## src/verilog/mfu_pkg.sv

```systemverilog
// Shared definitions of the vector multiply unit
// Widths, opcode and element-width encodings, operation structs and helpers

`default_nettype none

package mfu_pkg;

  localparam int unsigned ElenBits = 64;
  localparam int unsigned NrVInsn  = 8;

  typedef logic [ElenBits-1:0]   elen_t;
  typedef logic [ElenBits/8-1:0] strb_t;
  typedef logic [2:0]            vid_t;
  typedef logic [11:0]           vlen_t;
  typedef logic [9:0]            vaddr_t;
  typedef logic [4:0]            vreg_t;

  typedef enum logic [1:0] {EW8, EW16, EW32, EW64} vew_e;

  typedef enum logic [1:0] {VMUL, VMULH, VMULHU, VMACC} mul_op_e;

  // One vector instruction as handed over by the lane sequencer
  typedef struct packed {
    mul_op_e op;
    vew_e    vsew;
    vlen_t   vl;
    vreg_t   vd;
    vid_t    id;
    logic    vm;
    logic    use_scalar_op;
    elen_t   scalar_op;
  } mfu_operation_t;

  // One 64-bit word of work for the multiplier
  typedef struct packed {
    mul_op_e op;
    vew_e    vsew;
    logic    use_scalar;
    elen_t   vs1;
    elen_t   vs2;
    elen_t   vd;
    strb_t   mask;
    strb_t   tag;
  } mul_uop_t;

  // Elements in the next word, given the elements still left
  function automatic logic [3:0] word_elems(input vlen_t rem, input vew_e vsew);
    logic [3:0] per_word;
    per_word = 4'd8 >> vsew;
    if (vlen_t'(per_word) > rem) return rem[3:0];
    return per_word;
  endfunction

  // Byte enable covering the first cnt elements of a word
  function automatic strb_t be_for(input logic [3:0] cnt, input vew_e vsew);
    strb_t be;
    be = '0;
    for (int b = 0; b < ElenBits/8; b++) begin
      if ((b >> vsew) < cnt) be[b] = 1'b1;
    end
    return be;
  endfunction

endpackage

`default_nettype wire

```

## src/verilog/mfu_decode.sv

```systemverilog
// Instruction queue and micro-operation issue of the multiply unit
// Holds accepted instructions and pairs them with operands and mask

`timescale 1ns/1ps
`default_nettype none

module mfu_decode #(
  parameter int unsigned InsnQueueDepth = 4
) (
  input  logic                          clk_i,
  input  logic                          rst_ni,
  input  mfu_pkg::mfu_operation_t       op_i,
  input  logic                          op_valid_i,
  output logic                          op_ready_o,
  input  mfu_pkg::elen_t          [2:0] operand_i,
  input  logic                    [2:0] operand_valid_i,
  output logic                    [2:0] operand_ready_o,
  input  mfu_pkg::strb_t                mask_i,
  input  logic                          mask_valid_i,
  output logic                          mask_ready_o,
  output mfu_pkg::mul_uop_t             uop_o,
  output logic                          uop_valid_o,
  input  logic                          uop_ready_i,
  output mfu_pkg::mfu_operation_t       proc_insn_o,
  output logic                          proc_valid_o,
  output mfu_pkg::mfu_operation_t       commit_insn_o,
  output logic                          commit_valid_o,
  input  logic                          proc_done_i,
  input  logic                          commit_done_i
);

  import mfu_pkg::*;

  localparam int unsigned PtrW = (InsnQueueDepth > 1) ? $clog2(InsnQueueDepth) : 1;

  typedef logic [PtrW-1:0] ptr_t;
  typedef logic [PtrW:0]   cnt_t;

  mfu_operation_t queue_q [InsnQueueDepth];

  ptr_t  accept_pnt_q, accept_pnt_d;
  ptr_t  issue_pnt_q, issue_pnt_d;
  ptr_t  proc_pnt_q, proc_pnt_d;
  ptr_t  commit_pnt_q, commit_pnt_d;
  cnt_t  issue_cnt_q, issue_cnt_d;
  cnt_t  proc_cnt_q, proc_cnt_d;
  cnt_t  commit_cnt_q, commit_cnt_d;
  // Elements of the issuing instruction not yet sent
  vlen_t issue_rem_q, issue_rem_d;

  mfu_operation_t issue_insn;
  logic           issue_valid;
  logic           need_vs1, need_vd, need_mask;
  logic           operands_ok, fire, accept;
  logic [3:0]     issue_elems;

  function automatic ptr_t bump(input ptr_t p);
    return (p == ptr_t'(InsnQueueDepth-1)) ? '0 : p + 1'b1;
  endfunction

  assign issue_insn  = queue_q[issue_pnt_q];
  assign issue_valid = (issue_cnt_q != '0);
  assign need_vs1    = !issue_insn.use_scalar_op;
  assign need_vd     = (issue_insn.op == VMACC);
  assign need_mask   = !issue_insn.vm;
  assign issue_elems = word_elems(issue_rem_q, issue_insn.vsew);

  assign operands_ok = operand_valid_i[1] && (operand_valid_i[0] || !need_vs1) &&
                       (operand_valid_i[2] || !need_vd) && (mask_valid_i || !need_mask);
  assign uop_valid_o = issue_valid && operands_ok;
  assign fire        = uop_valid_o && uop_ready_i;

  assign operand_ready_o = fire ? {need_vd, 1'b1, need_vs1} : 3'b000;
  assign mask_ready_o    = fire && need_mask;

  always_comb begin
    uop_o.op         = issue_insn.op;
    uop_o.vsew       = issue_insn.vsew;
    uop_o.use_scalar = issue_insn.use_scalar_op;
    uop_o.vs1        = issue_insn.use_scalar_op ? issue_insn.scalar_op : operand_i[0];
    uop_o.vs2        = operand_i[1];
    uop_o.vd         = operand_i[2];
    // Unmasked instructions write every byte the tail allows
    uop_o.mask       = issue_insn.vm ? '1 : mask_i;
    uop_o.tag        = be_for(issue_elems, issue_insn.vsew);
  end

  assign op_ready_o     = (commit_cnt_q != cnt_t'(InsnQueueDepth));
  assign accept         = op_valid_i && op_ready_o;
  assign proc_insn_o    = queue_q[proc_pnt_q];
  assign proc_valid_o   = (proc_cnt_q != '0);
  assign commit_insn_o  = queue_q[commit_pnt_q];
  assign commit_valid_o = (commit_cnt_q != '0);

  always_comb begin
    accept_pnt_d = accept_pnt_q;
    issue_pnt_d  = issue_pnt_q;
    proc_pnt_d   = proc_pnt_q;
    commit_pnt_d = commit_pnt_q;
    issue_cnt_d  = issue_cnt_q;
    proc_cnt_d   = proc_cnt_q;
    commit_cnt_d = commit_cnt_q;
    issue_rem_d  = issue_rem_q;

    if (fire) begin
      issue_rem_d = issue_rem_q - vlen_t'(issue_elems);
      if (issue_rem_d == '0) begin
        issue_pnt_d = bump(issue_pnt_q);
        issue_cnt_d = issue_cnt_q - 1'b1;
        // Move on to the next queued instruction, if any
        if (issue_cnt_d != '0) issue_rem_d = queue_q[issue_pnt_d].vl;
      end
    end

    if (proc_done_i) begin
      proc_pnt_d = bump(proc_pnt_q);
      proc_cnt_d = proc_cnt_q - 1'b1;
    end

    if (commit_done_i) begin
      commit_pnt_d = bump(commit_pnt_q);
      commit_cnt_d = commit_cnt_q - 1'b1;
    end

    if (accept) begin
      if (issue_cnt_d == '0) issue_rem_d = op_i.vl;
      accept_pnt_d = bump(accept_pnt_q);
      issue_cnt_d  = issue_cnt_d + 1'b1;
      proc_cnt_d   = proc_cnt_d + 1'b1;
      commit_cnt_d = commit_cnt_d + 1'b1;
    end
  end

  always_ff @(posedge clk_i) begin
    if (accept) queue_q[accept_pnt_q] <= op_i;
  end

  always_ff @(posedge clk_i or negedge rst_ni) begin
    if (!rst_ni) begin
      accept_pnt_q <= '0;
      issue_pnt_q  <= '0;
      proc_pnt_q   <= '0;
      commit_pnt_q <= '0;
      issue_cnt_q  <= '0;
      proc_cnt_q   <= '0;
      commit_cnt_q <= '0;
      issue_rem_q  <= '0;
    end else begin
      accept_pnt_q <= accept_pnt_d;
      issue_pnt_q  <= issue_pnt_d;
      proc_pnt_q   <= proc_pnt_d;
      commit_pnt_q <= commit_pnt_d;
      issue_cnt_q  <= issue_cnt_d;
      proc_cnt_q   <= proc_cnt_d;
      commit_cnt_q <= commit_cnt_d;
      issue_rem_q  <= issue_rem_d;
    end
  end

endmodule

`default_nettype wire

```

## config.mk

```make
export PLATFORM = sky130hd
export DESIGN_NAME = mfu_decode
export DESIGN_NICKNAME = d
export VERILOG_FILES = /design/src/verilog/mfu_pkg.sv /design/src/verilog/mfu_decode.sv
export SDC_FILE = /design/constraint.sdc
export NUM_CORES = 1
export LEC_CHECK = 0
export ABC_AREA = 0
export CAP_MARGIN = 30
export CELL_PAD_IN_SITES_DETAIL_PLACEMENT = 0
export CELL_PAD_IN_SITES_GLOBAL_PLACEMENT = 1
export CORE_AREA = 2 2 271 273
export DETAILED_ROUTE_END_ITERATION = 8
export DIE_AREA = 0 0 273 275
export DONT_BUFFER_PORTS = 1
export PLACE_DENSITY = 0.53
export SYNTH_ARGS = -nofsm -noshare
export SYNTH_HDL_FRONTEND = slang
export SYNTH_SLANG_ARGS = --single-unit
```

## constraint.sdc

```tcl
create_clock -name clk_i -period 7.65 [get_ports clk_i]
set_input_delay 1.53 -clock clk_i [delete_from_list [all_inputs] [get_ports clk_i]]
set_output_delay 1.53 -clock clk_i [all_outputs]
set_load 0.1 [all_outputs]
```

After elaboration in Yosys (flattened, before gate mapping):

Memory sizes are Yosys's and may differ from the RTL's.
Cells that the tools add are included.

* memories kept: 1
* bits in writable memories: 360
* input bits: 300
* register bits after elaboration: 29
* logic and storage cells: 96
* output and inout bits: 401

Memories
* queue_q: words 4, width 90, read ports 4, clocked after memory_dff 0, wr ports 1, line mfu_decode.sv:39 `mfu_operation_t queue_q [InsnQueueDepth];`

* $lt $le $gt $ge: 9
* equality and inequality tests: 6
* multiplexer cells: 32
* reduce and logical (&&, ||, !) cells: 20
* shifts and indexed selects: 9
* add/sub/neg operators: 11

Operators with widths (count)
* 32-bit by 4-bit < comparator with 1-bit output: 8
* 3-bit by 2-bit >> shifter with 32-bit output, first input constant: 4
* 64-bit two-way mux: 1
* 1-bit by 2-bit >> shifter with 32-bit output, first input constant: 2
* 2-bit by 2-bit >> shifter with 32-bit output, first input constant: 2
* 12-bit two-way mux: 5
* 3-bit two-way mux: 8
* 4-bit by 12-bit greater-than comparator with 1-bit output: 1
* 12-bit zero test: 1
* 3-bit nonzero test: 4
* 12-bit by 4-bit subtractor with 12-bit output: 1
* 1-bit two-way mux: 11
* 2-bit equality test, second input constant: 5
* 3-bit by 1-bit adder with 3-bit output, second input constant: 3
* 3-bit by 1-bit subtractor with 3-bit output, second input constant: 3
* 2-bit by 1-bit adder with 2-bit output, second input constant: 4
* 2-bit two-way mux: 4
* 4-bit two-way mux: 2
* 8-bit two-way mux: 1
* 1-bit logical AND: 7
* 4-bit by 2-bit >> shifter with 4-bit output, first input constant: 1
* 1-bit zero test: 3
* 3-bit zero test: 1
* 1-bit logical OR: 3
* other kinds (2): 2

Longest topological paths before layout:

An unclocked memory read counts as a cell.

* word-level depth: 12
* depth in mapped cells: 31

Worst setup path before layout:

No wires, ideal clock.

* path type: reg2out
* from: register issue_pnt_q[0]
* to: output uop_o[5] (netlist name)
* buffers on the path: 3
* path slack: -2321 ps
* arrival: 8441 ps
* cell stages (with the launch flop): 17
* data required time: 6120 ps
* cell sequence: dfrtp_1 -> clkbuf_1 -> clkbuf_1 -> buf_1 -> mux4_2 -> inv_1 -> ha_1 -> ha_1 -> nand2_1 -> o31ai_1 -> nand2_1 -> mux2i_1 -> xor2_1 -> o21ai_0 -> a21oi_1 -> a21oi_1 -> a21boi_0

RTL lines
* from (decl): line mfu_decode.sv:42 `ptr_t issue_pnt_q, issue_pnt_d;`
* from (signal assigned): line mfu_decode.sv:150 `issue_pnt_q <= issue_pnt_d;`
* to (decl): line mfu_decode.sv:21 `output mfu_pkg::mul_uop_t uop_o,`

Worst setup path in the final report:

* from: register issue_pnt_q[0]
* to: register issue_rem_q[11]

* cells in the longest elaborated chain, start to end: 12

RTL lines
* memory read 4 x 90 bit (*)
* 4-bit by 2-bit >> shifter with 4-bit output / 2-bit equality test (equally long branches): line mfu_pkg.sv:49, mfu_decode.sv:64
* 4-bit by 12-bit greater-than comparator with 1-bit output / 1-bit zero test (equally long branches): line mfu_pkg.sv:50, mfu_decode.sv:69
* 1-bit two-way mux / 1-bit logical OR (equally long branches): line mfu_pkg.sv:50, mfu_decode.sv:69
* 4-bit two-way mux / 1-bit logical AND (equally long branches): line mfu_pkg.sv:51, mfu_decode.sv:68
* 12-bit by 4-bit subtractor with 12-bit output / 1-bit logical AND (equally long branches): line mfu_decode.sv:106, mfu_decode.sv:69
* 12-bit zero test / 1-bit logical AND (equally long branches): line mfu_decode.sv:107, mfu_decode.sv:70
* 3-bit two-way mux / 1-bit logical AND (equally long branches): line mfu_decode.sv:107, mfu_decode.sv:71
* 3-bit two-way mux: line mfu_decode.sv:105 `if (fire) begin`
* 3-bit zero test: line mfu_decode.sv:126 `if (issue_cnt_d == '0) issue_rem_d = op_i.vl;`
* 12-bit two-way mux: line mfu_decode.sv:126
* 12-bit two-way mux (*): line mfu_decode.sv:125 `if (accept) begin`
* via issue_rem_d[11]: line mfu_decode.sv:49 `vlen_t issue_rem_q, issue_rem_d;`
* to (signal assigned): line mfu_decode.sv:156 `issue_rem_q <= issue_rem_d;`
* to (decl): line mfu_decode.sv:49

The timed path passes the listed nets; every way through them passes the cells marked *.
A chain may end at the register's enable or synchronous reset.

==> impl_metrics.json <==
{
  "min_path_type": "flip-flop to flip-flop",
  "wl_um": 66660,
  "layout_commonest_cell": "edfxtp_1",
  "grt_pass1_wl_um": 92830,
  "post_drt_via_cell_ratio": 5.469,
  "cts_max_level": 2,
  "path_class": "flip-flop to flip-flop",
  "ff2ff_setup_slack_ns": 0.51,
  "cts_buffers": 48,
  "clock_path_buffers": 3,
  "wl_per_cell_um": 31.22,
  "yosys-top-cells-area": "edfxtp_1 50%, mux4_2 27%, buf_4 4.5%",
  "rsz0062_at_grt": "false",
  "fillers": 6952,
  "fin_crit_ns": 7.137,
  "setup_viol": 0,
  "critPathMaxStageDelay_ns": 0.56,
  "die_y_um": 275,
  "worstSkewPairLatency_ns": 0.61,
  "path_max_fanout": 12,
  "cp_data_required_time_ns": 8.12,
  "gp_congestion": 0.7839,
  "status": "completed",
  "die-area_um2": 75080,
  "slew_viol_final": 0,
  "rows": 99,
  "syn_area_per_cell_um2": 17.42,
  "antenna_found_initial": 6,
  "layout-drive-gt1-share_pct": 42.60,
  "first_global_vias": 12202,
  "synth_cell_type_count": 72,
  "first_pass_iters": 8,
  "grt_use_total_pct": 17.30,
  "max_cap_viol_count": 0,
  "final_antenna_net_count": 0,
  "grt_max_degree": 75,
  "rr_endpoint": "issue_rem_q[11]",
  "fin_crit_sh_pct": 93.30,
  "clkSlewWorstSetupHoldPaths_ns": 0.06,
  "synth_top_area_cell": "edfxtp_1",
  "cts_tree": "yes",
  "drc_errors": 0,
  "skew_ns": 0.03826,
  "dr.first_iter.drc_count": 748,
  "maxSlewHeadroom_pct": 33.21,
  "syn-num-nets": 1583,
  "final_cell_mix": "360 x edfxtp_1, 261 x mux4_2, 74 x mux2_2",
  "cts_setup_buffers": 0,
  "initial_core_util_pct": 30.18,
  "dr_total_vias": 11677,
  "cp_slowest_cell": "mux4_2",
  "finish.instance_area_um2": 23890,
  "grt_overflow": 0,
  "yosys.area.top_type_share_pct": 49.52,
  "synth_edf_count": 360,
  "place_area_um2": 22350,
  "synth_seq_cells": 389,
  "fp.dieW_um": 273,
  "syn_area_um2": 21830,
  "coreArea_um2": 72340,
  "fin_tns_setup_ns": 0,
  "crit_end": "issue_rem_q[11]",
  "cp-start-kind": "flip-flop",
  "hold_viol": 0,
  "crit_path_start": "issue_pnt_q[0]",
  "worstRegToRegCells": 27,
  "worst_ep_arrival_time_ns": 7.61,
  "fmax_ghz": 0.1401,
  "postLayoutCoreUtil_pct": 33.02,
  "yosys_warnings": 0,
  "clockRootBuffer": "clkbuf_16",
  "synth_ff_type": "edfxtp_1",
  "fin_nets": 1462,
  "io_buffers": 0,
  "tightest_slew_ns": 1.002,
  "synth_cells": 1253,
  "yosysSeqAreaShare_pct": 52.84,
  "area_growth_pct": 9.422,
  "io_pins": 701,
  "worstSetupEndpointType": "flip-flop",
  "dpl.hpwl_um": 44610,
  "cts.sinks": 389,
  "r2r-start": "issue_pnt_q[0]",
  "async_flop_share_pct": 7.455
}
-- cell families after synthesis --
family          after synthesis  synth area share [%]
fa+ha+maj                    31                 1.765
buf+inv                     242                 6.487
xor+xnor                     22                0.8826
simple gates                135                 3.467
compound gates               82                 2.797
mux                         352                 31.76
flops                       389                 52.84
-- Yosys cell counts, types with 2 or more instances --
cell type / count
ha_1: 30
nand3_1: 9
nor3b_1: 2
xnor2_1: 15
a21boi_0: 2
a221oi_2: 2
mux2i_1: 7
clkbuf_1: 53
or3_1: 3
mux4_2: 262
edfxtp_1: 360
or2_2: 11
o22ai_1: 4
mux2_2: 74
dfrtp_1: 29
o31a_1: 4
buf_6: 2
inv_1: 31
o21ai_0: 17
a21oi_1: 16
a311o_2: 2
o211ai_1: 3
o31a_2: 2
nand2_1: 29
nor4_1: 2
nor2_1: 29
and2_2: 2
buf_4: 131
o31ai_1: 6
nor4b_1: 10
nand2b_1: 6
mux2_4: 7
a31oi_1: 3
a211oi_1: 2
xor2_1: 7
nor3_1: 11
buf_1: 24
and3_1: 5
o21a_1: 5
nand4_1: 2
-- layer usage --
layer | track usage, % | wire length, um | vias to the layer above
met5 | 0 | 0 | -
met4 | 6.831 | 2414 | 0
met3 | 7.314 | 7024 | 152
met2 | 28.58 | 32690 | 527
met1 | 19.92 | 24540 | 6177
li1 | - | - | 4821
-- metrics by stage --
| step | worst slack, ns | hold WS (ns) | std cells |
|---|---|---|---|
| after floorplan | 0.05200 | 0.5561 | 1253 |
| after global placement | 0.5564 | 0.5754 | 2031 |
| after detailed placement | 0.4395 | 0.5876 | 2041 |
| after CTS | 0.3868 | 0.5775 | 2128 |
| after global routing | 0.04898 | 0.5815 | 2131 |
| final | 0.5126 | 0.5832 | 2135 |
-- critical path, delay by kind of cell (launching register included) --
kind	cells	cell delay, ns
simple gates	6	1.49
mux	4	1.47
compound gates	6	1.24
buf+inv	7	1.20
fa+ha+maj	4	1.13
flops	1	0.45
-- area by class of cell --
class | count | area, um^2 | share of cell area [%]
Sequential cell | 389 | 11560 | 48.38
Tap cell | 959 | 1200 | 5.023
Clock buffer | 66 | 1279 | 5.353
Antenna cell | 7 | 17.52 | 0.07333
Multi-Input combinational cell | 622 | 8932 | 37.39
Timing Repair Buffer | 40 | 538.0 | 2.252
Clock inverter | 21 | 247.7 | 1.037
Inverter | 31 | 116.4 | 0.4871
-- flip-flops by register name, summed over array words and instances (netlist names) --
signal        cells
commit_cnt_q      3
queue_q         360
commit_pnt_q      2
issue_pnt_q       2
proc_pnt_q        2
issue_rem_q      12
issue_cnt_q       3
accept_pnt_q      2
proc_cnt_q        3
-- worst min path at each step --
stage               cells after the start        endpoint     startpoint  slack [ns]
CTS                                     0  issue_pnt_q[0]         rst_ni        0.58
floorplan                               2   proc_cnt_q[2]  proc_cnt_q[2]        0.56
finish                                  2   proc_cnt_q[2]  proc_cnt_q[2]        0.58
global placement                        2   proc_cnt_q[2]  proc_cnt_q[2]        0.58
global route                            0  issue_rem_q[8]         rst_ni        0.58
detailed placement                      2   proc_cnt_q[2]  proc_cnt_q[2]        0.59
-- repair_timing --
| item | 4_1_cts | 5_1_grt |
|---|---|---|
| resized for setup | 0 | 1 |
| hold buffers | 0 | 0 |
| setup endpoints to repair | 0 | 7 |
Power is left out: the tool's default activity adds up to more than one toggle a clock period on the data nets, which glitch-free logic cannot reach.
