===== src/verilog/mfu_pkg.sv =====
// Shared definitions of the vector multiply unit
// Widths, opcode and element-width encodings, operation structs and helpers

`default_nettype none

package mfu_pkg;

  localparam int unsigned ElenBits = 64;
  localparam int unsigned NrVInsn  = 8;

  typedef logic [ElenBits-1:0]   elen_t;
  typedef logic [ElenBits/8-1:0] strb_t;
  typedef logic [2:0]            vid_t;
  typedef logic [11:0]           vlen_t;
  typedef logic [9:0]            vaddr_t;
  typedef logic [4:0]            vreg_t;

  typedef enum logic [1:0] {EW8, EW16, EW32, EW64} vew_e;

  typedef enum logic [1:0] {VMUL, VMULH, VMULHU, VMACC} mul_op_e;

  // One vector instruction as handed over by the lane sequencer
  typedef struct packed {
    mul_op_e op;
    vew_e    vsew;
    vlen_t   vl;
    vreg_t   vd;
    vid_t    id;
    logic    vm;
    logic    use_scalar_op;
    elen_t   scalar_op;
  } mfu_operation_t;

  // One 64-bit word of work for the multiplier
  typedef struct packed {
    mul_op_e op;
    vew_e    vsew;
    logic    use_scalar;
    elen_t   vs1;
    elen_t   vs2;
    elen_t   vd;
    strb_t   mask;
    strb_t   tag;
  } mul_uop_t;

  // Elements in the next word, given the elements still left
  function automatic logic [3:0] word_elems(input vlen_t rem, input vew_e vsew);
    logic [3:0] per_word;
    per_word = 4'd8 >> vsew;
    if (vlen_t'(per_word) > rem) return rem[3:0];
    return per_word;
  endfunction

  // Byte enable covering the first cnt elements of a word
  function automatic strb_t be_for(input logic [3:0] cnt, input vew_e vsew);
    strb_t be;
    be = '0;
    for (int b = 0; b < ElenBits/8; b++) begin
      if ((b >> vsew) < cnt) be[b] = 1'b1;
    end
    return be;
  endfunction

endpackage

`default_nettype wire


===== src/verilog/mfu_result.sv =====
// Result stage of the multiply unit
// Two-entry result queue toward the register file and per-instruction done

`timescale 1ns/1ps
`default_nettype none

module mfu_result #(
  parameter int unsigned RegWords = 16
) (
  input  logic                                clk_i,
  input  logic                                rst_ni,
  input  mfu_pkg::elen_t                      res_i,
  input  mfu_pkg::strb_t                      res_be_i,
  input  logic                                res_valid_i,
  output logic                                res_ready_o,
  input  mfu_pkg::mfu_operation_t             proc_insn_i,
  input  logic                                proc_valid_i,
  input  mfu_pkg::mfu_operation_t             commit_insn_i,
  input  logic                                commit_valid_i,
  output logic                                proc_done_o,
  output logic                                commit_done_o,
  output logic                                result_req_o,
  output mfu_pkg::vid_t                       result_id_o,
  output mfu_pkg::vaddr_t                     result_addr_o,
  output mfu_pkg::elen_t                      result_wdata_o,
  output mfu_pkg::strb_t                      result_be_o,
  input  logic                                result_gnt_i,
  output logic          [mfu_pkg::NrVInsn-1:0] vinsn_done_o
);

  import mfu_pkg::*;

  localparam int unsigned ResultQueueDepth = 2;
  localparam int unsigned QPtrW = $clog2(ResultQueueDepth);

  typedef struct packed {
    vid_t   id;
    vaddr_t addr;
    elen_t  wdata;
    strb_t  be;
  } payload_t;

  payload_t                      queue_q [ResultQueueDepth];
  logic [ResultQueueDepth-1:0]   valid_q;
  logic [QPtrW-1:0]              wr_pnt_q, rd_pnt_q;
  logic [QPtrW:0]                cnt_q;

  // Elements already handled for the current instruction of each phase
  vlen_t      proc_elems_q, commit_elems_q;
  logic [3:0] proc_word, commit_word;
  logic       proc_last, commit_last;
  logic       push, pop;
  vaddr_t     word_idx;
  payload_t   entry;

  assign res_ready_o = (cnt_q != (QPtrW+1)'(ResultQueueDepth));
  assign push        = res_valid_i && res_ready_o && proc_valid_i;
  assign pop         = result_req_o && result_gnt_i;

  assign proc_word = word_elems(proc_insn_i.vl - proc_elems_q, proc_insn_i.vsew);
  assign proc_last = (proc_elems_q + vlen_t'(proc_word)) == proc_insn_i.vl;
  assign word_idx  = vaddr_t'(proc_elems_q >> (3 - int'(proc_insn_i.vsew)));

  assign entry.id    = proc_insn_i.id;
  assign entry.addr  = vaddr_t'(proc_insn_i.vd) * vaddr_t'(RegWords) + word_idx;
  assign entry.wdata = res_i;
  assign entry.be    = res_be_i & be_for(proc_word, proc_insn_i.vsew);

  assign proc_done_o = push && proc_last;

  assign commit_word   = word_elems(commit_insn_i.vl - commit_elems_q, commit_insn_i.vsew);
  assign commit_last   = (commit_elems_q + vlen_t'(commit_word)) == commit_insn_i.vl;
  assign commit_done_o = pop && commit_valid_i && commit_last;

  always_comb begin
    vinsn_done_o                   = '0;
    vinsn_done_o[commit_insn_i.id] = commit_done_o;
  end

  assign result_req_o   = valid_q[rd_pnt_q];
  assign result_id_o    = queue_q[rd_pnt_q].id;
  assign result_addr_o  = queue_q[rd_pnt_q].addr;
  assign result_wdata_o = queue_q[rd_pnt_q].wdata;
  assign result_be_o    = queue_q[rd_pnt_q].be;

  always_ff @(posedge clk_i) begin
    if (push) queue_q[wr_pnt_q] <= entry;
  end

  always_ff @(posedge clk_i or negedge rst_ni) begin
    if (!rst_ni) begin
      valid_q        <= '0;
      wr_pnt_q       <= '0;
      rd_pnt_q       <= '0;
      cnt_q          <= '0;
      proc_elems_q   <= '0;
      commit_elems_q <= '0;
    end else begin
      if (pop) begin
        valid_q[rd_pnt_q] <= 1'b0;
        rd_pnt_q          <= rd_pnt_q + 1'b1;
      end
      if (push) begin
        valid_q[wr_pnt_q] <= 1'b1;
        wr_pnt_q          <= wr_pnt_q + 1'b1;
        proc_elems_q      <= proc_last ? '0 : proc_elems_q + vlen_t'(proc_word);
      end
      if (pop && commit_valid_i) begin
        commit_elems_q <= commit_last ? '0 : commit_elems_q + vlen_t'(commit_word);
      end
      cnt_q <= cnt_q + push - pop;
    end
  end

endmodule

`default_nettype wire


===== config.mk =====
export PLATFORM = sky130hd
export DESIGN_NAME = mfu_result
export DESIGN_NICKNAME = d
export VERILOG_FILES = /design/src/verilog/mfu_pkg.sv /design/src/verilog/mfu_result.sv
export SDC_FILE = /design/constraint.sdc
export NUM_CORES = 1
export LEC_CHECK = 0
export BUFFER_PORTS_ARGS = -buffer_cell sky130_fd_sc_hd__buf_4
export CORE_MARGIN = 3
export CORE_UTILIZATION = 40
export DETAILED_ROUTE_END_ITERATION = 8
export PLACE_DENSITY = 0.68
export SYNTH_ARGS = -nofsm -noshare
export SYNTH_HDL_FRONTEND = slang
export SYNTH_SLANG_ARGS = --single-unit

===== constraint.sdc =====
create_clock -name clk_i -period 7.76 [get_ports clk_i]
set_input_delay 1.552 -clock clk_i [delete_from_list [all_inputs] [get_ports clk_i]]
set_output_delay 1.552 -clock clk_i [all_outputs]
set_load 0.005 [all_outputs]

Word level (Yosys, flattened, before mapping):

Memory sizes are Yosys's and may differ from the RTL's.
Cells that the tools add are included.

* add/sub/neg operators: 10
* magnitude comparators: 16
* equal/unequal tests: 3
* shift operators: 11
* mux-type cells: 28
* bitwise logic cells: 5
* reduce and logical (&&, ||, !) cells: 9

Operator list (number)
* $lt A32 B4 Y1: 8
* $shr A3 B2 Y32 const A: 4
* $shr A1 B2 Y32 const A: 2
* $shr A2 B2 Y32 const A: 2
* $shr A12 B32 Y10: 1
* $add A12 B4 Y12: 2
* $eq A12 B12 Y1: 2
* $gt A4 B12 Y1: 2
* $mux W12: 2
* $sub A12 B12 Y12: 2
* $mux W1: 17
* $and A8 B8 Y8: 2
* $mux W4: 4
* $add A9 B10 Y10: 1
* $logic_and A1 B1 Y1: 9
* $shr A4 B2 Y4 const A: 2
* $lt A1 B2 Y1 const B: 2
* $lt A3 B4 Y1 const B: 1
* $mux W2: 2
* $demux W1 S3: 1
* $ge A3 B1 Y1 const B: 1
* $sub A2 B2 Y3 const A: 1
* $add A1 B1 Y1 const B: 2
* $add A2 B1 Y2: 1
* 7 further kinds: 9

* register bits after elaboration: 30
* bits in writable memories: 170
* input bits: 258
* output and inout bits: 97
* word-level logic and storage cells: 89
* memories: 1

Memory list
* queue_q: depth 2, width 85, read ports 1, clocked after memory_dff 0, wr ports 1, line mfu_result.sv:43 `payload_t queue_q [ResultQueueDepth];`

Depth between registers and ports, before layout:

Gate-level depths: netlist of run 1.

* depth in word-level cells: 9
* gate-level depth with buffers: 26
* gate-level depth less buffers: 25

Worst setup path before layout of run 1:

OpenSTA, ideal clock, no wires.

* path type: input port to output port
* from: input commit_insn_i[74] (netlist bit)
* to: output vinsn_done_o[0] (netlist bit)
* arrival: 6468 ps
* data required time: 6208 ps
* slack: -260 ps
* stages: 25
* path buffers: 2
* cells stage by stage: inv_1 ha_1 inv_1 fa_1 a21o_1 a21oi_1 o21bai_1 a211o_1 a211o_1 o22ai_1 o2111ai_1 mux2i_1 ha_1 inv_1 fa_1 nand3b_1 a2111oi_4 xnor2_1 o32a_1 o31ai_1 and4_1 buf_2 nand2_2 buf_2 nor4_1

* longest elaborated chain between the ends: 8
* elaborated cells on any way between the ends: 9
* those cells by class: 2 x add/sub; 1 x order compare; 1 x eq/ne; 3 x mux; 1 x bitwise; 1 x reduce/logical

Ends and longest elaborated chain
* from (decl): line mfu_result.sv:18 `input mfu_pkg::mfu_operation_t commit_insn_i,`
* $sub A12 B12 Y12: line mfu_result.sv:71 `assign commit_word = word_elems(commit_insn_i.vl - commit_elems_q, commit_insn_i.vsew);`
* $gt A4 B12 Y1: line mfu_pkg.sv:50 `if (vlen_t'(per_word) > rem) return rem[3:0];`
* $mux W1: line mfu_pkg.sv:50
* $mux W4: line mfu_pkg.sv:51 `return per_word;`
* $add A12 B4 Y12: line mfu_result.sv:72 `assign commit_last = (commit_elems_q + vlen_t'(commit_word)) == commit_insn_i.vl;`
* $eq A12 B12 Y1 (*): line mfu_result.sv:72
* $logic_and A1 B1 Y1 (*): line mfu_result.sv:73 `assign commit_done_o = pop && commit_valid_i && commit_last;`
* $and A8 B8 Y8 (no source line) (*)
* to (decl): line mfu_result.sv:28 `output logic [mfu_pkg::NrVInsn-1:0] vinsn_done_o`

Mark *: on every way between the ends. The rest lies on a longest branch, timed or not. The select of a mux whose other input is x is not followed.

Final worst setup path of run 1:

* from: input commit_insn_i[74] (netlist bit)
* to: output vinsn_done_o[6] (netlist bit)

Same word-level chain as after synthesis.

==> tab_implementation.tex, run 1 <==
\begin{tabular}{lr}
\hline
Metric & Value \\
\hline
\multicolumn{2}{l}{\textbf{Run status}} \\
Result of the run & complete, but fails checks \\
Failing checks & setup timing \\
\multicolumn{2}{l}{\textbf{Floorplan}} \\
Height of the die & between 150 and 200 µm \\
Number of core rows & 59 \\
Top Ports & between 300 and 400 \\
Die footprint & just under 30,000 µm² \\
Core Region & roughly 26,000 µm² \\
DIE WIDTH & approximately 170 µm \\
Starting utilization of the core area & between 40\% and 50\% \\
\multicolumn{2}{l}{\textbf{Routing}} \\
Via count & roughly 7,900 \\
Routed wirelength normalized by instance count & around 17 µm \\
Violation count after the first detailed-routing iteration & 473 \\
WL final & around 26 mm \\
First drt pass iteration count & 5 \\
Via density per instance & about 5.3 \\
DRT antenna net count & 0 \\
Detailed-route DRC error count & 0 \\
\multicolumn{2}{l}{\textbf{Global routing}} \\
GR Util met3 & 3.86\% \\
Met2 Usage GRT & between 20\% and 30\% \\
Number of global-route vias before repair & about 7,900 \\
Global-route wire length before repair & about 40 mm \\
Total congestion overflow & 0 \\
Pin count of the biggest net entering global routing & 81 \\
Initial antenna violation count & 0 \\
Busiest metal layer after global routing & met2 \\
Total routing usage reported by global routing & 17.7\% \\
M1 GR Usage & between 20\% and 30\% \\
\multicolumn{2}{l}{\textbf{Power}} \\
Net Sw Frac & approximately a third \\
Switching pwr & 1.36 mW \\
Largest vdd supply drop & around 0.00013 V \\
Internal power summed over all cells & approximately 2.7 mW \\
P\_leak & roughly 6.0 nW \\
Part of the total power dissipated in combinational logic & between 40\% and 50\% \\
Sequential Power Share & between 30\% and 40\% \\
Power Dens Cells & 278 nW/µm² \\
Share of power burned in the clock network & between 20\% and 30\% \\
\multicolumn{2}{l}{\textbf{Timing}} \\
Number of failing hold endpoints at the final stage & 0 \\
RSZ-0062 raised after global routing & yes \\
Slew Viols, Final & 0 \\
Max Clk Rate & $\sim$120 MHz \\
Remaining max-slew budget at the tightest pin & around 26\% \\
Post-route fraction of the period consumed by the critical path & 103\% \\
Worst-Margin Slew & approximately 1.1 ns \\
Worst Skew & around 0.011 ns \\
Setup-violating endpoint count in the final report & 9 \\
Fin crit period & between 8 and 9 ns \\
Min setup slack post-route & -0.259 ns \\
\multicolumn{2}{l}{\textbf{Worst setup path}} \\
Maximum fanout encountered on the critical timing path & 5 \\
Critical path endpoint category & output pin \\
Crit path largest cell delay & roughly 0.45 ns \\
Crit path DAT & about 6.5 ns \\
Kind of critical path & in -> out \\
CP required & $\sim$6.2 ns \\
Cell with the largest stage delay on the worst path & sky130\_fd\_sc\_hd\_\_a2111oi\_4 \\
Sort of element at the start of the critical path & input port \\
Depth of the worst register-to-register path & 26 \\
\multicolumn{2}{l}{\textbf{Cells and area}} \\
Final net count & around 1,500 \\
Area of all placed cells without fillers & approximately 15,000 µm² \\
Most used cells in the layout excluding fill and tap cells & sky130\_fd\_sc\_hd\_\_buf\_4, sky130\_fd\_sc\_hd\_\_edfxtp\_1, sky130\_fd\_sc\_hd\_\_mux2\_2 \\
Most frequent standard cell in the layout excluding fill and tap cells & sky130\_fd\_sc\_hd\_\_buf\_4 \\
Final core utilization & a little under three fifths \\
Ratio of cells with drive above 1 in the final layout & about 43\% \\
Antenna Diode Count & 0 \\
Growth of design area from synthesis to finish & 34.1\% \\
\multicolumn{2}{l}{\textbf{Yosys}} \\
Number of distinct library cell variants in the gate-level netlist after synthesis & 76 \\
Nets in the synthesized netlist & 1,172 \\
Async set-reset flop share out of synthesis & approximately 15\% \\
Top cells by area in the synthesized netlist & sky130\_fd\_sc\_hd\_\_edfxtp\_1, sky130\_fd\_sc\_hd\_\_mux2\_2, sky130\_fd\_sc\_hd\_\_dfrtp\_1 \\
Number of enable flip-flop cells after synthesis & 170 \\
Cell area after synthesis & about 11,000 µm² \\
Leading register cell type out of synthesis & sky130\_fd\_sc\_hd\_\_edfxtp\_1 \\
Number of synthesis warnings & 0 \\
Number of synthesized register bits & 200 \\
Average cell area after synthesis & between 10 and 15 µm² \\
Cell type with the highest aggregate area in the netlist & sky130\_fd\_sc\_hd\_\_edfxtp\_1 \\
Synth top area share & between 40 and 50\% \\
Portion of the post-synthesis area used by sequential elements & 53.8\% \\
Syn Inst Count & $\sim$860 \\
\multicolumn{2}{l}{\textbf{Clock tree}} \\
Clk Tree Root Cell & sky130\_fd\_sc\_hd\_\_clkbuf\_16 \\
Number of H-tree levels & 4 \\
Longest Clk Path Bufs & 2 \\
CTS tree & yes \\
Clock latency reported for the late side of the worst-skew pair & about 0.43 ns \\
Clock sinks & 200 \\
Clock transition at the register clock pins on the worst setup and hold paths after CTS & $\sim$0.080 ns \\
Num CTS Buffers & 17 \\
\multicolumn{2}{l}{\textbf{Worst hold path}} \\
Hold-critical path depth & 1 \\
Worst hold path class & reg -> reg \\
\multicolumn{2}{l}{\textbf{Placed design}} \\
Placed Instance Area & 13,600 µm² \\
DP HPWL & 19.1 mm \\
Final weighted congestion in routability-driven placement & 0.879 \\
Input/output buffers & $\sim$210 \\
\multicolumn{2}{l}{\textbf{Run}} \\
Maximum capacitance violations & 0 \\
\hline
\end{tabular}
-- cells by family (layout without fill, tap and decap cells) --
| family | after synthesis | count (layout) | share of synthesized area, % |
|---|---|---|---|
| flops | 200 | 200 | 53.8 |
| simple gates | 172 | 173 | 8.44 |
| buf+inv | 93 | 400 | 3.27 |
| fa+ha+maj | 59 | 59 | 7.13 |
| compound gates | 183 | 183 | 12.6 |
| xor+xnor | 47 | 47 | 3.96 |
| mux | 101 | 101 | 10.8 |
-- synthesized netlist by cell type (15+ instances only) --
library cell,n
sky130_fd_sc_hd__nand2_1,31
sky130_fd_sc_hd__mux2_2,88
sky130_fd_sc_hd__nand3_1,17
sky130_fd_sc_hd__clkbuf_1,20
sky130_fd_sc_hd__edfxtp_1,170
sky130_fd_sc_hd__nor2_1,35
sky130_fd_sc_hd__o21ai_0,29
sky130_fd_sc_hd__a21oi_1,35
sky130_fd_sc_hd__ha_1,54
sky130_fd_sc_hd__a21o_1,15
sky130_fd_sc_hd__xor2_1,18
sky130_fd_sc_hd__dfrtp_1,30
sky130_fd_sc_hd__xnor2_1,28
sky130_fd_sc_hd__inv_1,65
-- timing repair --
action,CTS,global route
endpoints found under the setup margin,10,10
pin swaps,37,19
resized for setup,44,10
hold buffers,0,0
gates cloned,1,0
setup buffers,11,4
-- worst max-delay path: cells and delay by family --
family                   cells  cell delay, ns
AND/OR/NAND/NOR              4            0.93
XOR/XNOR                     1            0.11
AO/OA/AOI/OAI               10            2.20
adder cells (fa/ha/maj)      4            1.02
multiplexers                 1            0.27
buffers and inverters        5            0.37
-- metrics by stage --
stage	hold slack (ns)	std cells	setup slack [ns]	power [mW]	setup TNS [ns]
6_report	0.490	1498	-0.259	4.06	-1.98
2_1_floorplan	0.447	855	-0.0334	2.39	-0.0334
4_1_cts	0.486	1494	-0.223	4.07	-1.58
3_5_place_dp	0.470	1450	-0.526	3.06	-4.21
5_1_grt	0.504	1498	-0.638	4.31	-5.63
3_3_place_gp	0.461	1450	-0.465	3.03	-3.75
-- state kept, by name, indices dropped and copies added (netlist names) --
signal and count:
queue_q 170, rd_pnt_q 1, wr_pnt_q 1, proc_elems_q 12
cnt_q 2, valid_q 2, commit_elems_q 12
-- power groups by stage --
| stage | combinational [mW] | sequential, mW | clock [mW] |
|---|---|---|---|
| 2_1_floorplan | 0.955 | 1.43 | 0 |
| 3_3_place_gp | 1.57 | 1.46 | 0 |
| 3_5_place_dp | 1.59 | 1.47 | 0 |
| 4_1_cts | 1.66 | 1.45 | 0.961 |
| 5_1_grt | 1.84 | 1.47 | 1.00 |
| 6_report | 1.68 | 1.45 | 0.931 |
-- routing by layer --
metal  routed length [µm]  vias up
li1                     -     3830
met1                11500     3831
met2                12600      208
met3                 1720       25
met4                  359        0
met5                    0        -
-- area by class of cell --
| class | instances | area (µm²) |
|---|---|---|
| Clock inverter | 15 | 223 |
| Sequential cell | 200 | 5860 |
| Fill cell | 2251 | 11800 |
| Clock buffer | 17 | 425 |
| Tap cell | 335 | 419 |
| Timing Repair Buffer | 302 | 2300 |
| Multi-Input combinational cell | 563 | 5100 |
| Inverter | 66 | 263 |
-- final timing paths --
| check | startpoint | end | slack (ns) |
|---|---|---|---|
| min in group asynchronous | rst_ni | commit_elems_q[8] | 1.03 |
| hold reg to reg | cnt_q[1] | cnt_q[1] | 0.49 |
| setup / recovery | commit_insn_i[74] | vinsn_done_o[6] | -0.26 |
| max in group asynchronous | rst_ni | rd_pnt_q | 6.40 |
| setup reg to reg | commit_elems_q[1] | commit_elems_q[10] | 2.03 |
| hold / removal | cnt_q[1] | cnt_q[1] | 0.49 |
(Power assumes the default switching activity.)
==> inputs of run 2 (changes only) <==
--- a/config.mk
+++ b/config.mk
@@ -10,5 +10,5 @@
 export CORE_UTILIZATION = 40
 export DETAILED_ROUTE_END_ITERATION = 8
-export PLACE_DENSITY = 0.68
+export PLACE_DENSITY = 0.79
 export SYNTH_ARGS = -nofsm -noshare
 export SYNTH_HDL_FRONTEND = slang
==> constraint.sdc (replaced) <==
create_clock -name clk_i -period 7.76 [get_ports clk_i]
set_input_delay 1.552 -clock clk_i [delete_from_list [all_inputs] [get_ports clk_i]]
set_output_delay 1.552 -clock clk_i [all_outputs]
set_load 0.01 [all_outputs]
==> run 2 against run 1 <==
Effect of this change:
- the run still ends with setup timing left
- sequential share of layout area decreased by 0.65 points
- critical path type unchanged
- largest cell class unchanged
- clock power decreased by 1%
- worst hold slack got worse by 0.010 ns
- die area unchanged
- sequential power about the same
==> tab_implementation.tex, run 2 (synthesis results as in run 1) <==
\begin{tabular}{lr}
\hline
Metric & Value \\
\hline
\multicolumn{2}{l}{\textbf{Power}} \\
Largest vdd supply drop & 0.000141 V (+4.8\%) \\
Power Dens Cells & 284 nW/µm² (+2.2\%) \\
P\_leak & 6.08 nW (+1.6\%) \\
\multicolumn{2}{l}{\textbf{Routing}} \\
Routed wirelength normalized by instance count & 18.6 µm (+6.5\%) \\
DRT antenna net count & 0 (unchanged) \\
Detailed-routed wire length on met3 & 1.89 mm (+10\%) \\
Via count & 8,261 (+4.6\%) \\
Detailed-route wire length on metal 1 & 11.8 mm (+2.7\%) \\
Length of routed met2 wiring & 14.1 mm (+12\%) \\
First drt pass iteration count & 5 (unchanged) \\
WL final & 28.3 mm (+7.9\%) \\
Detailed-route DRC error count & 0 (unchanged) \\
Violation count after the first detailed-routing iteration & 674 (+42\%) \\
Top routing layer in use & met4 \\
Via density per instance & 5.44 (+3.3\%) \\
\multicolumn{2}{l}{\textbf{Worst setup path}} \\
Worst reg2reg endpoint & proc\_elems\_q[8] \\
Critical path endpoint category & output pin \\
Depth of the worst register-to-register path & 39 (+50\%) \\
Capturing instance or port of the critical path & vinsn\_done\_o[3] \\
Kind of critical path & in -> out \\
Origin of the critical flop-to-flop path & proc\_elems\_q[8] \\
Crit path DAT & 6.55 ns (+0.08 ns) \\
Setup slack on the worst flop-to-flop path & 0.79 ns (-1.24 ns) \\
CP required & 6.21 ns (about the same) \\
Maximum fanout encountered on the critical timing path & 5 (unchanged) \\
Sort of element at the start of the critical path & input port \\
Crit path from & commit\_insn\_i[74] \\
\multicolumn{2}{l}{\textbf{Floorplan}} \\
Core Region & 26,400 µm² (unchanged) \\
DIE WIDTH & 171 µm (unchanged) \\
Number of core rows & 59 (unchanged) \\
Top Ports & 355 (unchanged) \\
Die footprint & 29,200 µm² (unchanged) \\
Height of the die & 171 µm (unchanged) \\
Starting utilization of the core area & 41.2\% (unchanged) \\
\multicolumn{2}{l}{\textbf{Placed design}} \\
Dpl cells & 1,448 (-0.14\%) \\
Final weighted congestion in routability-driven placement & 0.889 (+1.2\%) \\
Input/output buffers & 213 (unchanged) \\
DP HPWL & 20.1 mm (+5.1\%) \\
\multicolumn{2}{l}{\textbf{Cells and area}} \\
Largest registers & queue\_q: 170 flops, commit\_elems\_q: 12 flops, proc\_elems\_q: 12 flops \\
Number of flip-flops under the largest register name & 170 (unchanged) \\
Final core utilization & 56.1\% (+0.91 points) \\
Growth of design area from synthesis to finish & 36.3\% \\
Most flops, register & queue\_q \\
Most frequent standard cell in the layout excluding fill and tap cells & sky130\_fd\_sc\_hd\_\_buf\_4 \\
Most used cells in the layout excluding fill and tap cells & sky130\_fd\_sc\_hd\_\_buf\_4, sky130\_fd\_sc\_hd\_\_edfxtp\_1, sky130\_fd\_sc\_hd\_\_mux2\_2 \\
Ratio of cells with drive above 1 in the final layout & 44.5\% (+1.2 points) \\
Final Instance Count excl. Fillers & 1,518 (+1.3\%) \\
Antenna Diode Count & 0 (unchanged) \\
Final net count & 1,487 (+1.4\%) \\
\multicolumn{2}{l}{\textbf{Clock tree}} \\
Post-CTS Hold Fix Bufs & 0 (unchanged) \\
Clock sinks & 200 (unchanged) \\
Clock latency reported for the late side of the worst-skew pair & 0.43 ns (about the same) \\
CTS tree & yes \\
Longest Clk Path Bufs & 2 (unchanged) \\
Number of H-tree levels & 4 (unchanged) \\
Num CTS Buffers & 17 (unchanged) \\
Clock transition at the register clock pins on the worst setup and hold paths after CTS & 0.08 ns (about the same) \\
Clk Tree Root Cell & sky130\_fd\_sc\_hd\_\_clkbuf\_16 \\
\multicolumn{2}{l}{\textbf{Worst hold path}} \\
Worst hold path class & reg -> reg \\
Hold\_sp & cnt\_q[1] \\
\multicolumn{2}{l}{\textbf{Timing}} \\
Worst Skew & 0.00964 ns (-0.00148 ns) \\
Max Clk Rate & 123 MHz (-1.0\%) \\
Worst-Margin Slew & 0.922 ns (-0.191 ns) \\
Setup-violating endpoint count in the final report & 10 (+1) \\
Post-route fraction of the period consumed by the critical path & 104\% (+1.1 points) \\
Number of failing hold endpoints at the final stage & 0 (unchanged) \\
RSZ-0062 raised after global routing & yes \\
Fin crit period & 8.10 ns (+0.0829 ns) \\
Min setup slack post-route & -0.342 ns (-0.0829 ns) \\
Remaining max-slew budget at the tightest pin & 38.5\% (+13 points) \\
Slew Viols, Final & 0 (unchanged) \\
\multicolumn{2}{l}{\textbf{Global routing}} \\
Total routing usage reported by global routing & 18.5\% (+0.80 points) \\
Global-route wire length before repair & 42.7 mm (+3.6\%) \\
Pin count of the biggest net entering global routing & 59 (-27\%) \\
Total congestion overflow & 0 (unchanged) \\
Number of global-route vias before repair & 8,149 (+3.3\%) \\
Initial antenna violation count & 0 (unchanged) \\
\multicolumn{2}{l}{\textbf{Run status}} \\
Result of the run & complete, but fails checks \\
Failing checks & setup timing \\
\multicolumn{2}{l}{\textbf{Run}} \\
Maximum capacitance violations & 0 (unchanged) \\
\hline
\end{tabular}
==> run 2: critical path, stage by stage <==
cell and delay [ns]:
sky130_fd_sc_hd__buf_12 0.11, sky130_fd_sc_hd__inv_12 0.04, sky130_fd_sc_hd__ha_4 0.12, sky130_fd_sc_hd__inv_2 0.03
sky130_fd_sc_hd__fa_2 0.34, sky130_fd_sc_hd__a21o_1 0.19, sky130_fd_sc_hd__a21oi_2 0.15, sky130_fd_sc_hd__o21bai_1 0.08
sky130_fd_sc_hd__a211o_1 0.31, sky130_fd_sc_hd__a211o_1 0.28, sky130_fd_sc_hd__o22ai_2 0.20, sky130_fd_sc_hd__o2111ai_4 0.18
sky130_fd_sc_hd__mux2i_2 0.25, sky130_fd_sc_hd__ha_2 0.22, sky130_fd_sc_hd__inv_2 0.04, sky130_fd_sc_hd__fa_2 0.34
sky130_fd_sc_hd__nand3b_1 0.25, sky130_fd_sc_hd__a2111oi_4 0.53, sky130_fd_sc_hd__xnor2_1 0.11, sky130_fd_sc_hd__o32a_1 0.32
sky130_fd_sc_hd__o31ai_2 0.07, sky130_fd_sc_hd__and4_4 0.29, sky130_fd_sc_hd__nand2_8 0.09, sky130_fd_sc_hd__buf_12 0.15
sky130_fd_sc_hd__nor4_4 0.12, sky130_fd_sc_hd__buf_4 0.18
==> run 2: what timing repair did <==
item / in CTS / in global routing
pin swaps: 38 / 27
resized for setup: 36 / 25
hold endpoints to repair: 0 / 0
setup endpoints to repair: 10 / 11
setup buffers: 30 / 8
gates cloned: 0 / 0
==> run 2: area by class of cell <==
cell class              count  area, µm²
fillers                  2110      11600
flip-flops and latches    200       5860
multi-input cells         562       5150
repair buffers            323       2510
clock buffers              17        425
well taps                 335        419
inverters                  66        263
clock inverters            15        206
==> run 2: how the worst min path moves through the flow <==
stage,end,slack (ns),cells after the start
floorplan,cnt_q[1],0.45,1
global placement,cnt_q[1],0.46,1
detailed placement,cnt_q[1],0.47,1
CTS,cnt_q[1],0.48,1
global route,cnt_q[1],0.49,1
finish,cnt_q[1],0.48,1
==> run 2: power by group <==
part           leakage, nW  switching, mW  internal, mW  total (mW)
clock                0.302          0.469         0.453       0.922
combinational         3.91          0.899         0.938        1.84
sequential            1.87          0.106          1.35        1.46
total                 6.08           1.47          2.74        4.21
==> run 2: per-stage QoR <==
step / hold WS [ns] / cell area, µm² / total power, mW / setup TNS [ns] / setup slack, ns
final: 0.479 / 14800 / 4.21 / -2.92 / -0.342
after global routing: 0.488 / 14800 / 4.45 / -5.26 / -0.578
after CTS: 0.482 / 14600 / 4.17 / -2.35 / -0.295
after detailed placement: 0.467 / 13600 / 3.15 / -4.63 / -0.537
after global placement: 0.462 / 13600 / 3.10 / -3.62 / -0.419
after floorplan: 0.447 / 11100 / 2.45 / -0.0896 / -0.0670
==> run 2: per-layer routing <==
layer  GRT usage (%)  vias to the layer above
met4            4.62                        0
li1                -                     3881
met3            3.72                       41
met2            32.5                      275
met1            23.6                     4064
met5               0                        -
==> inputs of run 3 (changes only) <==
CORE_UTILIZATION = 47   (was 40)
PLACE_DENSITY = 0.89   (was 0.79)
==> run 3 against run 2 <==
Effect of this change:
- the flow still finishes with violations (setup timing)
- power down 2.4%
- critical path depth up 1
- worst hold slack better by 0.0079 ns
- via count down 0.64%
- global-route usage up 3.1 points
- sequential power about the same
- cell count down 4.7%
- non-clock buffer count down 21
- setup slack better by 0.12 ns
- first-iteration DRC count down 5.2%
- maximum frequency up 1.5%
- clock skew up 0.00050 ns
- critical endpoint is now vinsn_done_o[6]
==> tab_implementation.tex, run 3 (synthesis results as in run 1) <==
\begin{tabular}{lr}
\hline
Metric & Value \\
\hline
\multicolumn{2}{l}{\textbf{Run status}} \\
Result of the run & complete, but fails checks \\
Failing checks & setup timing \\
\multicolumn{2}{l}{\textbf{Run}} \\
Maximum capacitance violations & 0 (unchanged) \\
\multicolumn{2}{l}{\textbf{Cells and area}} \\
Most used cells in the layout excluding fill and tap cells & sky130\_fd\_sc\_hd\_\_buf\_4, sky130\_fd\_sc\_hd\_\_edfxtp\_1, sky130\_fd\_sc\_hd\_\_mux2\_2 \\
Seq. cell area & 5860 µm² (unchanged) \\
Ratio of cells with drive above 1 in the final layout & 43.1\% (-1.3 points) \\
Antenna Diode Count & 0 (unchanged) \\
Growth of design area from synthesis to finish & 33.1\% \\
Largest registers & queue\_q: 170 flops, commit\_elems\_q: 12 flops, proc\_elems\_q: 12 flops \\
Most flops, register & queue\_q \\
Filler instances & 1,646 (-22\%) \\
Number of flip-flops under the largest register name & 170 (unchanged) \\
Final core utilization & 63.8\% (+7.7 points) \\
Most frequent standard cell in the layout excluding fill and tap cells & sky130\_fd\_sc\_hd\_\_buf\_4 \\
Final net count & 1,466 (-1.4\%) \\
Combined area of the multi-input logic cells & 5090 µm² (-1.2\%) \\
\multicolumn{2}{l}{\textbf{Clock tree}} \\
Clk Tree Root Cell & sky130\_fd\_sc\_hd\_\_clkbuf\_16 \\
Clock transition at the register clock pins on the worst setup and hold paths after CTS & 0.07 ns (about the same) \\
Num CTS Buffers & 17 (unchanged) \\
Post-CTS Hold Fix Bufs & 0 (unchanged) \\
Clock latency reported for the late side of the worst-skew pair & 0.43 ns (about the same) \\
CTS tree & yes \\
Number of H-tree levels & 4 (unchanged) \\
Longest Clk Path Bufs & 2 (unchanged) \\
Clock sinks & 200 (unchanged) \\
\multicolumn{2}{l}{\textbf{Global routing}} \\
Number of global-route vias before repair & 8,134 (-0.18\%) \\
Initial antenna violation count & 0 (unchanged) \\
Pin count of the biggest net entering global routing & 65 (+10\%) \\
Total routing usage reported by global routing & 21.7\% (+3.1 points) \\
Global-route wire length before repair & 42.2 mm (-1.2\%) \\
Total congestion overflow & 0 (unchanged) \\
\multicolumn{2}{l}{\textbf{Routing}} \\
Via count & 8,208 (-0.64\%) \\
WL final & 28.3 mm (+0.15\%) \\
Detailed-route DRC error count & 0 (unchanged) \\
First drt pass iteration count & 5 (unchanged) \\
Routed wirelength normalized by instance count & 19.6 µm (+5.1\%) \\
Via density per instance & 5.67 (+4.2\%) \\
DRT antenna net count & 0 (unchanged) \\
Violation count after the first detailed-routing iteration & 639 (-5.2\%) \\
\multicolumn{2}{l}{\textbf{Timing}} \\
Worst Skew & 0.0101 ns (+0.000505 ns) \\
RSZ-0062 raised after global routing & yes \\
Max Clk Rate & 125 MHz (+1.5\%) \\
Slew Viols, Final & 0 (unchanged) \\
Min setup slack post-route & -0.224 ns (+0.118 ns) \\
Fin crit period & 7.98 ns (-0.118 ns) \\
Post-route fraction of the period consumed by the critical path & 103\% (-1.5 points) \\
Remaining max-slew budget at the tightest pin & 41.2\% (+2.7 points) \\
Worst-Margin Slew & 0.882 ns (-0.0398 ns) \\
Setup-violating endpoint count in the final report & 9 (-1) \\
Worst hold margin & 0.487 ns (+0.00794 ns) \\
Number of failing hold endpoints at the final stage & 0 (unchanged) \\
\multicolumn{2}{l}{\textbf{Floorplan}} \\
Starting utilization of the core area & 47.9\% (+6.7 points) \\
Die footprint & 25,000 µm² (-14\%) \\
DIE WIDTH & 158 µm (-7.5\%) \\
Number of core rows & 55 (-6.8\%) \\
Top Ports & 355 (unchanged) \\
Core Region & 22,700 µm² (-14\%) \\
Height of the die & 158 µm (-7.5\%) \\
\multicolumn{2}{l}{\textbf{Power}} \\
Power Dens Cells & 284 nW/µm² (-0.12\%) \\
Final total power & 4.11 mW (-2.4\%) \\
Largest vdd supply drop & 0.000144 V (+2.3\%) \\
P\_leak & 5.98 nW (-1.7\%) \\
\multicolumn{2}{l}{\textbf{Worst setup path}} \\
Maximum fanout encountered on the critical timing path & 8 (+3) \\
Origin of the critical flop-to-flop path & proc\_elems\_q[4] \\
Crit path DAT & 6.43 ns (-0.12 ns) \\
Critical path endpoint category & output pin \\
Kind of critical path & in -> out \\
CP required & 6.21 ns (about the same) \\
Crit path from & commit\_insn\_i[74] \\
Sort of element at the start of the critical path & input port \\
\multicolumn{2}{l}{\textbf{Worst hold path}} \\
Worst hold path class & reg -> reg \\
Hold\_sp & valid\_q[1] \\
\multicolumn{2}{l}{\textbf{Placed design}} \\
DP HPWL & 20.6 mm (+2.4\%) \\
Worst slack, placed & -0.519 ns (+0.0181 ns) \\
Input/output buffers & 213 (unchanged) \\
Final weighted congestion in routability-driven placement & 0.898 (+0.98\%) \\
\hline
\end{tabular}
run 3: layer usage:
metal | vias to the layer above | GRT usage (%) | wire length, µm
li1 | 3827 | - | -
met1 | 4029 | 28.1 | 11900
met2 | 311 | 36.0 | 13600
met3 | 41 | 4.92 | 2270
met4 | 0 | 7.41 | 610
met5 | - | 0 | 0
run 3: area by class of cell:
| class | instances | area share [%] |
|---|---|---|
| clock buffer | 18 | 2.96 |
| clock inverter | 14 | 1.19 |
| inverter | 66 | 1.81 |
| multi-input combinational | 562 | 35.1 |
| sequential | 200 | 40.4 |
| tap | 285 | 2.46 |
| timing repair buffer | 302 | 16.0 |
run 3: what timing repair did:
action | 4_1_cts | 5_1_grt
pin swaps | 24 | 20
endpoints found under the setup margin | 10 | 10
buffers inserted | 10 | 10
gates resized for setup | 39 | 19
run 3: final timing paths:
path / end / slack, ns / depth (start not counted)
setup / recovery: vinsn_done_o[6] / -0.22 / 27
hold / removal: rd_pnt_q / 0.49 / 1
setup reg to reg: proc_elems_q[7] / 2.27 / 24
hold reg to reg: rd_pnt_q / 0.49 / 1
max in group asynchronous: rd_pnt_q / 6.35 / 1
min in group asynchronous: commit_elems_q[11] / 1.06 / 1
run 3: report_power, final:
| part | total (mW) | switching [mW] | internal [mW] |
|---|---|---|---|
| clock | 0.884 | 0.445 | 0.439 |
| combinational | 1.77 | 0.884 | 0.888 |
| sequential | 1.46 | 0.105 | 1.35 |
run 3: stage by stage:
step | instances | setup TNS, ns | cell area (µm²)
after floorplan | 855 | -0.0896 | 11100
after global placement | 1395 | -2.83 | 13500
after detailed placement | 1395 | -4.23 | 13500
after CTS | 1437 | -2.02 | 14300
after global routing | 1447 | -4.12 | 14500
final | 1447 | -1.54 | 14500
run 3: worst max-delay path, cell delays in order:
cell,delay [ns]
sky130_fd_sc_hd__buf_12,0.11
sky130_fd_sc_hd__inv_12,0.04
sky130_fd_sc_hd__ha_4,0.12
sky130_fd_sc_hd__inv_2,0.03
sky130_fd_sc_hd__fa_2,0.34
sky130_fd_sc_hd__a21o_1,0.18
sky130_fd_sc_hd__a21oi_2,0.15
sky130_fd_sc_hd__o21bai_1,0.08
sky130_fd_sc_hd__a211o_1,0.27
sky130_fd_sc_hd__a211o_1,0.27
sky130_fd_sc_hd__o22ai_2,0.16
sky130_fd_sc_hd__o2111ai_2,0.18
sky130_fd_sc_hd__mux2i_1,0.24
sky130_fd_sc_hd__ha_2,0.22
sky130_fd_sc_hd__inv_2,0.04
sky130_fd_sc_hd__fa_2,0.35
sky130_fd_sc_hd__nand3b_1,0.25
sky130_fd_sc_hd__a2111oi_4,0.37
sky130_fd_sc_hd__buf_4,0.19
sky130_fd_sc_hd__xnor2_2,0.06
sky130_fd_sc_hd__o32a_1,0.31
sky130_fd_sc_hd__o31ai_2,0.07
sky130_fd_sc_hd__and4_4,0.29
sky130_fd_sc_hd__nand2_8,0.09
sky130_fd_sc_hd__buf_12,0.14
sky130_fd_sc_hd__nor4_4,0.14
sky130_fd_sc_hd__buf_4,0.16
